[src/logic/l2_ret_pkg.sv]
// ----------------------------------------------------------
// L2 data return path shared definitions
// Widths, vector types and the SEC-DED codeword layout
// ----------------------------------------------------------
`default_nettype none

package l2_ret_pkg;

   // Protected words per cache line
   localparam int lane_count      = 4;
   localparam int lane_data_width = 32;
   localparam int lane_ecc_width  = 7;
   // Hamming check bits, the overall parity bit excluded
   localparam int lane_syn_width  = 6;
   // One codeword is data above check bits
   localparam int lane_code_width = lane_data_width + lane_ecc_width;

   localparam int line_data_width  = lane_count * lane_data_width;
   localparam int line_ecc_width   = lane_count * lane_ecc_width;
   localparam int array_word_width = lane_count * lane_code_width;

   // Highest valid code position in a word
   localparam logic [lane_syn_width-1:0] code_pos_max = 6'd38;

   // Code position of each data bit, skipping the powers of two
   localparam logic [lane_syn_width-1:0] data_pos [lane_data_width] = '{
      6'd3,  6'd5,  6'd6,  6'd7,  6'd9,  6'd10, 6'd11, 6'd12,
      6'd13, 6'd14, 6'd15, 6'd17, 6'd18, 6'd19, 6'd20, 6'd21,
      6'd22, 6'd23, 6'd24, 6'd25, 6'd26, 6'd27, 6'd28, 6'd29,
      6'd30, 6'd31, 6'd33, 6'd34, 6'd35, 6'd36, 6'd37, 6'd38
   };

   typedef logic [line_data_width-1:0]  line_data_t;
   typedef logic [line_ecc_width-1:0]   line_ecc_t;
   typedef logic [array_word_width-1:0] array_word_t;
   typedef logic [lane_data_width-1:0]  lane_data_t;
   typedef logic [lane_ecc_width-1:0]   lane_ecc_t;
   typedef logic [lane_count-1:0]       lane_mask_t;

endpackage

`default_nettype wire
[src/logic/l2_ret_top.sv]
// ----------------------------------------------------------
// L2 data return path top level
// Encoder, data array, C7 return register and C8 corrector
// ----------------------------------------------------------
`default_nettype none

module l2_ret_top #(
   parameter int index_width = 4
) (
   input  wire                     rclk,
   input  wire                     reset,
   input  wire                     wr_en,
   input  wire [index_width-1:0]   wr_index,
   input  l2_ret_pkg::line_data_t  wr_data,
   input  l2_ret_pkg::array_word_t flip_mask,
   input  wire                     rd_en,
   input  wire [index_width-1:0]   rd_index,
   output logic                    rd_valid,
   output l2_ret_pkg::line_data_t  rd_data,
   output l2_ret_pkg::lane_mask_t  corr_err,
   output l2_ret_pkg::lane_mask_t  uncorr_err
);

   // Write cycle codeword
   l2_ret_pkg::array_word_t enc_word;

   // C6 array output
   l2_ret_pkg::array_word_t array_word_c6;
   logic                    valid_c6;

   // C7 return register
   l2_ret_pkg::line_data_t  data_c7;
   l2_ret_pkg::line_ecc_t   ecc_c7;
   logic                    valid_c7;

   l2_ecc_encode i_l2_ecc_encode (
      .wr_data  (wr_data),
      .enc_word (enc_word)
   );

   l2_data_array #(
      .index_width (index_width)
   ) i_l2_data_array (
      .rclk          (rclk),
      .reset         (reset),
      .wr_en         (wr_en),
      .wr_index      (wr_index),
      .enc_word      (enc_word),
      .flip_mask     (flip_mask),
      .rd_en         (rd_en),
      .rd_index      (rd_index),
      .array_word_c6 (array_word_c6),
      .valid_c6      (valid_c6)
   );

   l2_ret_flop i_l2_ret_flop (
      .rclk          (rclk),
      .reset         (reset),
      .array_word_c6 (array_word_c6),
      .valid_c6      (valid_c6),
      .data_c7       (data_c7),
      .ecc_c7        (ecc_c7),
      .valid_c7      (valid_c7)
   );

   l2_ecc_correct i_l2_ecc_correct (
      .rclk       (rclk),
      .reset      (reset),
      .data_c7    (data_c7),
      .ecc_c7     (ecc_c7),
      .valid_c7   (valid_c7),
      .rd_data    (rd_data),
      .rd_valid   (rd_valid),
      .corr_err   (corr_err),
      .uncorr_err (uncorr_err)
   );

endmodule

`default_nettype wire

[src/logic/l2_ecc_correct.sv]
// ----------------------------------------------------------
// L2 ECC check and correct, C8
// Per word syndrome, single error correction, double error
// detection, registered line and error flags
// ----------------------------------------------------------
`default_nettype none

module l2_ecc_correct (
   input  wire                     rclk,
   input  wire                     reset,
   input  l2_ret_pkg::line_data_t  data_c7,
   input  l2_ret_pkg::line_ecc_t   ecc_c7,
   input  wire                     valid_c7,
   output l2_ret_pkg::line_data_t  rd_data,
   output logic                    rd_valid,
   output l2_ret_pkg::lane_mask_t  corr_err,
   output l2_ret_pkg::lane_mask_t  uncorr_err
);

   // Recomputed Hamming check bits of one received word
   function automatic logic [l2_ret_pkg::lane_syn_width-1:0] calc_check(
      input l2_ret_pkg::lane_data_t d
   );
      logic [l2_ret_pkg::lane_syn_width-1:0] c;
      c = '0;
      for (int j = 0; j < l2_ret_pkg::lane_data_width; j++) begin
         for (int i = 0; i < l2_ret_pkg::lane_syn_width; i++) begin
            if (l2_ret_pkg::data_pos[j][i]) begin
               c[i] = c[i] ^ d[j];
            end
         end
      end
      return c;
   endfunction

   l2_ret_pkg::line_data_t data_fix_c7;
   l2_ret_pkg::lane_mask_t corr_c7;
   l2_ret_pkg::lane_mask_t uncorr_c7;

   genvar k;

   generate
      for (k = 0; k < l2_ret_pkg::lane_count; k++) begin : g_lane
         l2_ret_pkg::lane_data_t                lane_data;
         l2_ret_pkg::lane_ecc_t                 lane_ecc;
         logic [l2_ret_pkg::lane_syn_width-1:0] syn;
         logic                                  par;
         logic                                  fixable;
         l2_ret_pkg::lane_data_t                lane_fix;

         assign lane_data = data_c7[k*l2_ret_pkg::lane_data_width +:
                                    l2_ret_pkg::lane_data_width];
         assign lane_ecc  = ecc_c7[k*l2_ret_pkg::lane_ecc_width +:
                                   l2_ret_pkg::lane_ecc_width];

         // Syndrome points at the failing code position
         assign syn = calc_check(lane_data) ^ lane_ecc[l2_ret_pkg::lane_syn_width-1:0];
         // Overall parity over the full codeword, zero when clean
         assign par = ^{lane_data, lane_ecc};

         // Odd parity with a position inside the word is one bad bit
         // A zero syndrome here means check bit 6 itself flipped
         assign fixable = par && (syn <= l2_ret_pkg::code_pos_max);

         // Flip the data bit whose position matches the syndrome
         // Check bit positions match no data bit and leave data alone
         always_comb begin
            for (int j = 0; j < l2_ret_pkg::lane_data_width; j++) begin
               lane_fix[j] = lane_data[j] ^ (fixable && (syn == l2_ret_pkg::data_pos[j]));
            end
         end

         assign data_fix_c7[k*l2_ret_pkg::lane_data_width +: l2_ret_pkg::lane_data_width] =
            lane_fix;

         assign corr_c7[k] = fixable;
         // Even parity with a nonzero syndrome is a double error,
         // an out of range position with odd parity is also fatal
         assign uncorr_c7[k] = (!par && (syn != '0)) ||
                               (par && (syn > l2_ret_pkg::code_pos_max));
      end
   endgenerate

   // Corrected line, no reset on the datapath
   always_ff @(posedge rclk) begin
      rd_data <= data_fix_c7;
   end

   // Strobe and flags, flags only with a valid return
   always_ff @(posedge rclk) begin
      if (reset) begin
         rd_valid   <= 1'b0;
         corr_err   <= '0;
         uncorr_err <= '0;
      end else begin
         rd_valid   <= valid_c7;
         corr_err   <= valid_c7 ? corr_c7 : '0;
         uncorr_err <= valid_c7 ? uncorr_c7 : '0;
      end
   end

endmodule

`default_nettype wire

[src/logic/l2_ret_flop.sv]
// ----------------------------------------------------------
// L2 return register, C7
// Splits the array word into data and check vectors
// ----------------------------------------------------------
`default_nettype none

module l2_ret_flop (
   input  wire                     rclk,
   input  wire                     reset,
   input  l2_ret_pkg::array_word_t array_word_c6,
   input  wire                     valid_c6,
   output l2_ret_pkg::line_data_t  data_c7,
   output l2_ret_pkg::line_ecc_t   ecc_c7,
   output logic                    valid_c7
);

   l2_ret_pkg::line_data_t data_c6;
   l2_ret_pkg::line_ecc_t  ecc_c6;

   genvar k;

   // Codeword k carries data word k over check field k
   generate
      for (k = 0; k < l2_ret_pkg::lane_count; k++) begin : g_split
         assign {data_c6[k*l2_ret_pkg::lane_data_width +: l2_ret_pkg::lane_data_width],
                 ecc_c6[k*l2_ret_pkg::lane_ecc_width +: l2_ret_pkg::lane_ecc_width]} =
            array_word_c6[k*l2_ret_pkg::lane_code_width +: l2_ret_pkg::lane_code_width];
      end
   endgenerate

   // Return datapath
   always_ff @(posedge rclk) begin
      data_c7 <= data_c6;
      ecc_c7  <= ecc_c6;
   end

   always_ff @(posedge rclk) begin
      if (reset) begin
         valid_c7 <= 1'b0;
      end else begin
         valid_c7 <= valid_c6;
      end
   end

endmodule

`default_nettype wire

[src/logic/l2_data_array.sv]
// ----------------------------------------------------------
// L2 data array
// Stores encoded array words with a diagnostic flip mask,
// registered read output in C6
// ----------------------------------------------------------
`default_nettype none

module l2_data_array #(
   parameter int index_width = 4
) (
   input  wire                     rclk,
   input  wire                     reset,
   input  wire                     wr_en,
   input  wire [index_width-1:0]   wr_index,
   input  l2_ret_pkg::array_word_t enc_word,
   input  l2_ret_pkg::array_word_t flip_mask,
   input  wire                     rd_en,
   input  wire [index_width-1:0]   rd_index,
   output l2_ret_pkg::array_word_t array_word_c6,
   output logic                    valid_c6
);

   localparam int depth = 2 ** index_width;

   // Storage, one array word per index
   l2_ret_pkg::array_word_t mem [depth];

   // Write port
   // The flip mask injects errors into the stored codewords
   always_ff @(posedge rclk) begin
      if (wr_en) begin
         mem[wr_index] <= enc_word ^ flip_mask;
      end
   end

   // Read port
   // Nonblocking update gives old data on a same cycle write
   always_ff @(posedge rclk) begin
      if (rd_en) begin
         array_word_c6 <= mem[rd_index];
      end
   end

   // Read strobe into C6
   always_ff @(posedge rclk) begin
      if (reset) begin
         valid_c6 <= 1'b0;
      end else begin
         valid_c6 <= rd_en;
      end
   end

endmodule

`default_nettype wire

[src/logic/l2_ecc_encode.sv]
// ----------------------------------------------------------
// L2 write line ECC encoder
// Computes SEC-DED check bits for each 32-bit word and
// packs the four codewords into one array word
// ----------------------------------------------------------
`default_nettype none

module l2_ecc_encode (
   input  l2_ret_pkg::line_data_t  wr_data,
   output l2_ret_pkg::array_word_t enc_word
);

   // Check bits of one word
   // Bits 0 to 5 are Hamming parity over the data positions,
   // bit 6 covers every data and check bit of the word
   function automatic l2_ret_pkg::lane_ecc_t calc_ecc(input l2_ret_pkg::lane_data_t d);
      l2_ret_pkg::lane_ecc_t e;
      e = '0;
      for (int j = 0; j < l2_ret_pkg::lane_data_width; j++) begin
         for (int i = 0; i < l2_ret_pkg::lane_syn_width; i++) begin
            // Data bit j feeds check bit i when its position has bit i set
            if (l2_ret_pkg::data_pos[j][i]) begin
               e[i] = e[i] ^ d[j];
            end
         end
      end
      // Overall parity for double error detection
      e[l2_ret_pkg::lane_ecc_width-1] = ^{d, e[l2_ret_pkg::lane_syn_width-1:0]};
      return e;
   endfunction

   genvar k;

   generate
      for (k = 0; k < l2_ret_pkg::lane_count; k++) begin : g_lane
         l2_ret_pkg::lane_data_t lane_data;
         l2_ret_pkg::lane_ecc_t  lane_ecc;

         // Word k of the line
         assign lane_data = wr_data[k*l2_ret_pkg::lane_data_width +:
                                    l2_ret_pkg::lane_data_width];
         assign lane_ecc  = calc_ecc(lane_data);

         // Codeword k with data above its check field
         assign enc_word[k*l2_ret_pkg::lane_code_width +: l2_ret_pkg::lane_code_width] =
            {lane_data, lane_ecc};
      end
   endgenerate

endmodule

`default_nettype wire

[config.mk]
export PLATFORM = sky130hd
export DESIGN_NAME = l2_ret_top
export DESIGN_NICKNAME = d
export VERILOG_FILES = /design/src/logic/l2_ret_pkg.sv /design/src/logic/l2_ret_top.sv /design/src/logic/l2_ecc_correct.sv /design/src/logic/l2_ret_flop.sv /design/src/logic/l2_data_array.sv /design/src/logic/l2_ecc_encode.sv
export SDC_FILE = /design/constraint.sdc
export NUM_CORES = 2
export LEC_CHECK = 0
export BUFFER_PORTS_ARGS = -buffer_cell sky130_fd_sc_hd__clkbuf_2
export CORE_MARGIN = 1.5
export CORE_UTILIZATION = 64
export CTS_BUF_LIST = sky130_fd_sc_hd__clkbuf_8
export DETAILED_ROUTE_END_ITERATION = 10
export HOLD_SLACK_MARGIN = 0.03
export PLACE_DENSITY_LB_ADDON = 0.25
export SYNTH_ARGS = -nofsm -noshare
export SYNTH_HDL_FRONTEND = slang
export SYNTH_SLANG_ARGS = --single-unit
[constraint.sdc]
create_clock -name rclk -period 13.97 [get_ports rclk]
set_clock_uncertainty 0.2 [all_clocks]
set_input_delay 0.6985 -clock rclk [delete_from_list [all_inputs] [get_ports rclk]]
set_output_delay 0.6985 -clock rclk [all_outputs]
set_load 0.02 [all_outputs]
==> results.md <==
- Placer congestion estimate: 0.854
- RSZ-0062 raised after global routing: false
- Synth async-reset ratio: 0%
- Final hold vios: 0
- Critical Path Start Type: primary input
- Port bufs: 432
- Worst Tran Pin Value: 1370 ps
- Crit path DAT: 4640 ps
- Top-count cell post-synth: edfxtp_1
- Die height: 424 um
- Ranking of synthesized cells by area: edfxtp_1 70%, mux4_2 15%, dfxtp_1 5.2%, xnor2_1 3.7%, xor2_1 2.0%
- Static Leakage: 43.5 nW
- CTS max path bufs: 4
- Critical Path Sink Type: register
- DRT Pass-1 Iters: 6
- Most instantiated cells after synthesis: 2,652 x edfxtp_1, 764 x mux4_2, 480 x xnor2_1, 295 x dfxtp_1, 259 x xor2_1
- Layout cells sized above 1: 30.4%
- Die area: 179,000 sq um
- Initial antenna violation count: 5
- Max_slew headroom: 8.26%
- Final Cycle Share: 29.8%
- Data required time of the critical path: 14,450 ps
- Synth warn: 0
- Final setup TNS: 0 ps
- Final-stage net count: 6,345
- Post-CTS Setup Repair Bufs: 0
- Worst-Skew Late Latency: 1080 ps
- Drt first-iter violations: 6,370
- Ys flop type: edfxtp_1
- Power Total: 0.0215 W
- Depth of the CTS H-tree: 5
- Post-route minimum period: 4160 ps
- Max-slew violation count: 0
- Num ports: 433
- Root buf cell: clkbuf_8
- Remaining DRCs: 0
- Routed len/inst: 30.0 um
- Worst vdd ir: 161 uV
- Mapped Avg Cell Area: 22.5 sq um
- Horiz. Die Dim: 424 um
- Synth-to-Final Area Change: 14.6%
- Post-synth top area share: 70.3%
- Vias: 54,900
- Clock Sink Count: 2,947
- Endpoints failing setup: 0
- Count of cells resized by post-cts repair: 0
- DP HPWL: 139 mm
- CTS tree: built
- First-pass GRT wire length: 380 mm
- Pwr/cell area: 165 nW/um^2
- Post-synthesis cell area: 113,000 sq um
- Number of global-route vias before repair: 56,600
- Total grt overflow: 0
- Worst hold path class: primary input to register
- Largest net degree at the start of global routing: 148
- Starting Density: 64.4%
- Top cell type by total area after synthesis: edfxtp_1
- Critical setup path kind: primary input to register
- Post-synth EDFFs: 2,652
- #FFs+latches synth: 2,947
- Total GRT Usage: 29.6%
- Final ANT Viol Nets: 0
- Yosys cell types: 53
- Status: completed
- Seq/Total Area, Yosys: 75.5%
- Num rows: 154
- Gate Count Post-Synth: 5,028
- Syn Nets: 5,324
- WL final: 263 mm
- Max-Cap Viols: 0
- Clock Pin Slew Worst Setup and Hold Paths: 60 ps
- Peak Freq: 0.240 GHz
- Max FO, Critical Path: 50
- CTS Buf Count: 452
- Drt via density: 6.27
- Core area: 176,000 sq um
[report_power, final]
part,switching (W),internal (W),leakage [nW]
registers,0.000180,0.0106,26.6
logic,0.00246,0.00132,11.8
clock network,0.00322,0.00364,5.08
total,0.00586,0.0156,43.5
[registers in the layout (all words and copies together), names as in the netlist, 4 cells and up]
signal,flops
i_l2_ecc_correct.uncorr_err,4
i_l2_data_array.array_word_c6,156
i_l2_data_array.mem,2496
i_l2_ret_flop.ecc_c7,28
i_l2_ret_flop.data_c7,128
i_l2_ecc_correct.corr_err,4
i_l2_ecc_correct.rd_data,128
[critical path, cell delays in order]
cell           delay (ps)
dlygate4sd3_1         530
clkbuf_2              120
nand3b_1              360
nor2_4                880
buf_4                1000
buf_4                 890
[path summary, 6_finish.rpt]
check                                              start  slack [ps]  depth (start not counted)                                     end
max                                          wr_index[2]        9810                          6   i_l2_data_array.mem[11][76]$_DFFE_PP_
min                                         wr_data[111]         120                          2  i_l2_data_array.mem[10][139]$_DFFE_PP_
max reg2reg            i_l2_ret_flop.data_c7[40]$_DFF_P_       10180                          7    i_l2_ecc_correct.rd_data[33]$_DFF_P_
min reg2reg  i_l2_data_array.array_word_c6[71]$_DFFE_PP_         130                          0       i_l2_ret_flop.data_c7[57]$_DFF_P_
[per-layer routing]
metal | up-vias | global-route usage [%] | wire length, um
met1 | 28800 | 42.0 | 100000
met3 | 421 | 4.83 | 23200
met5 | - | 0 | 0
met4 | 0 | 8.65 | 6380
met2 | 3015 | 48.6 | 133000
li1 | 22700 | - | -
[cells in the final DEF, fill, tap and decap left out, types with 4 or more instances in the layout]
cell              n
nand2_1          30
nor2_1           31
nor3b_1           5
clkinv_1         62
mux2i_1          18
edfxtp_1       2652
a211oi_1         17
nor2b_1          20
dlygate4sd3_1   236
buf_4            85
xnor2_1         478
nand3_1          21
nand3b_1          4
buf_12           14
and2_1            4
nor2_4           12
dfxtp_1         295
o2111ai_1         5
nor3_1           40
clkbuf_2        427
clkinvlp_4        5
xor2_1          259
clkbuf_8        505
diode_2           4
mux4_2          764
nand4_1          32
inv_1           145
nand2b_1         16
nor3_2            5
clkinv_2         82
buf_8             5
xnor3_1          52
a21oi_1          24
bufinv_16        18
[cells by family after synthesis]
logic type | share of synthesized area (%)
XOR/XNOR | 6.85
AND/OR/NAND/NOR | 1.25
buffers and inverters | 0.690
multiplexers | 15.4
AO/OA/AOI/OAI | 0.314
flip-flops | 75.5
[metrics by stage]
step | hold slack, ps | instance area, sq um | worst slack (ps) | utilization, % | cells
floorplan | 123 | 113000 | 1180 | - | 5028
finish | 123 | 130000 | 9810 | 73.8 | 8757
detailed placement | 127 | 119000 | 9100 | 67.4 | 7699
global route | 79.1 | 130000 | 9780 | 73.8 | 8755
global placement | 124 | 119000 | 9160 | 67.4 | 7699
CTS | 31.7 | 130000 | 9910 | 73.8 | 8753
[repair_timing]
| item | 4_1_cts | 5_1_grt |
|---|---|---|
| hold endpoints to repair | 2157 | 0 |
| hold buffers | 236 | 0 |
| endpoints found under the setup margin | 0 | 0 |
[layout make-up]
cell class,instances,area [sq um]
tap,2340,2930
clock inverter,313,1800
sequential,2947,85500
inverter,4,15.0
multi-input combinational,1877,27000
clock buffer,505,6950
fill,9636,46200
timing repair buffer,767,5490
antenna,4,10.0
Note: power is estimated with default switching activity, not from simulation.
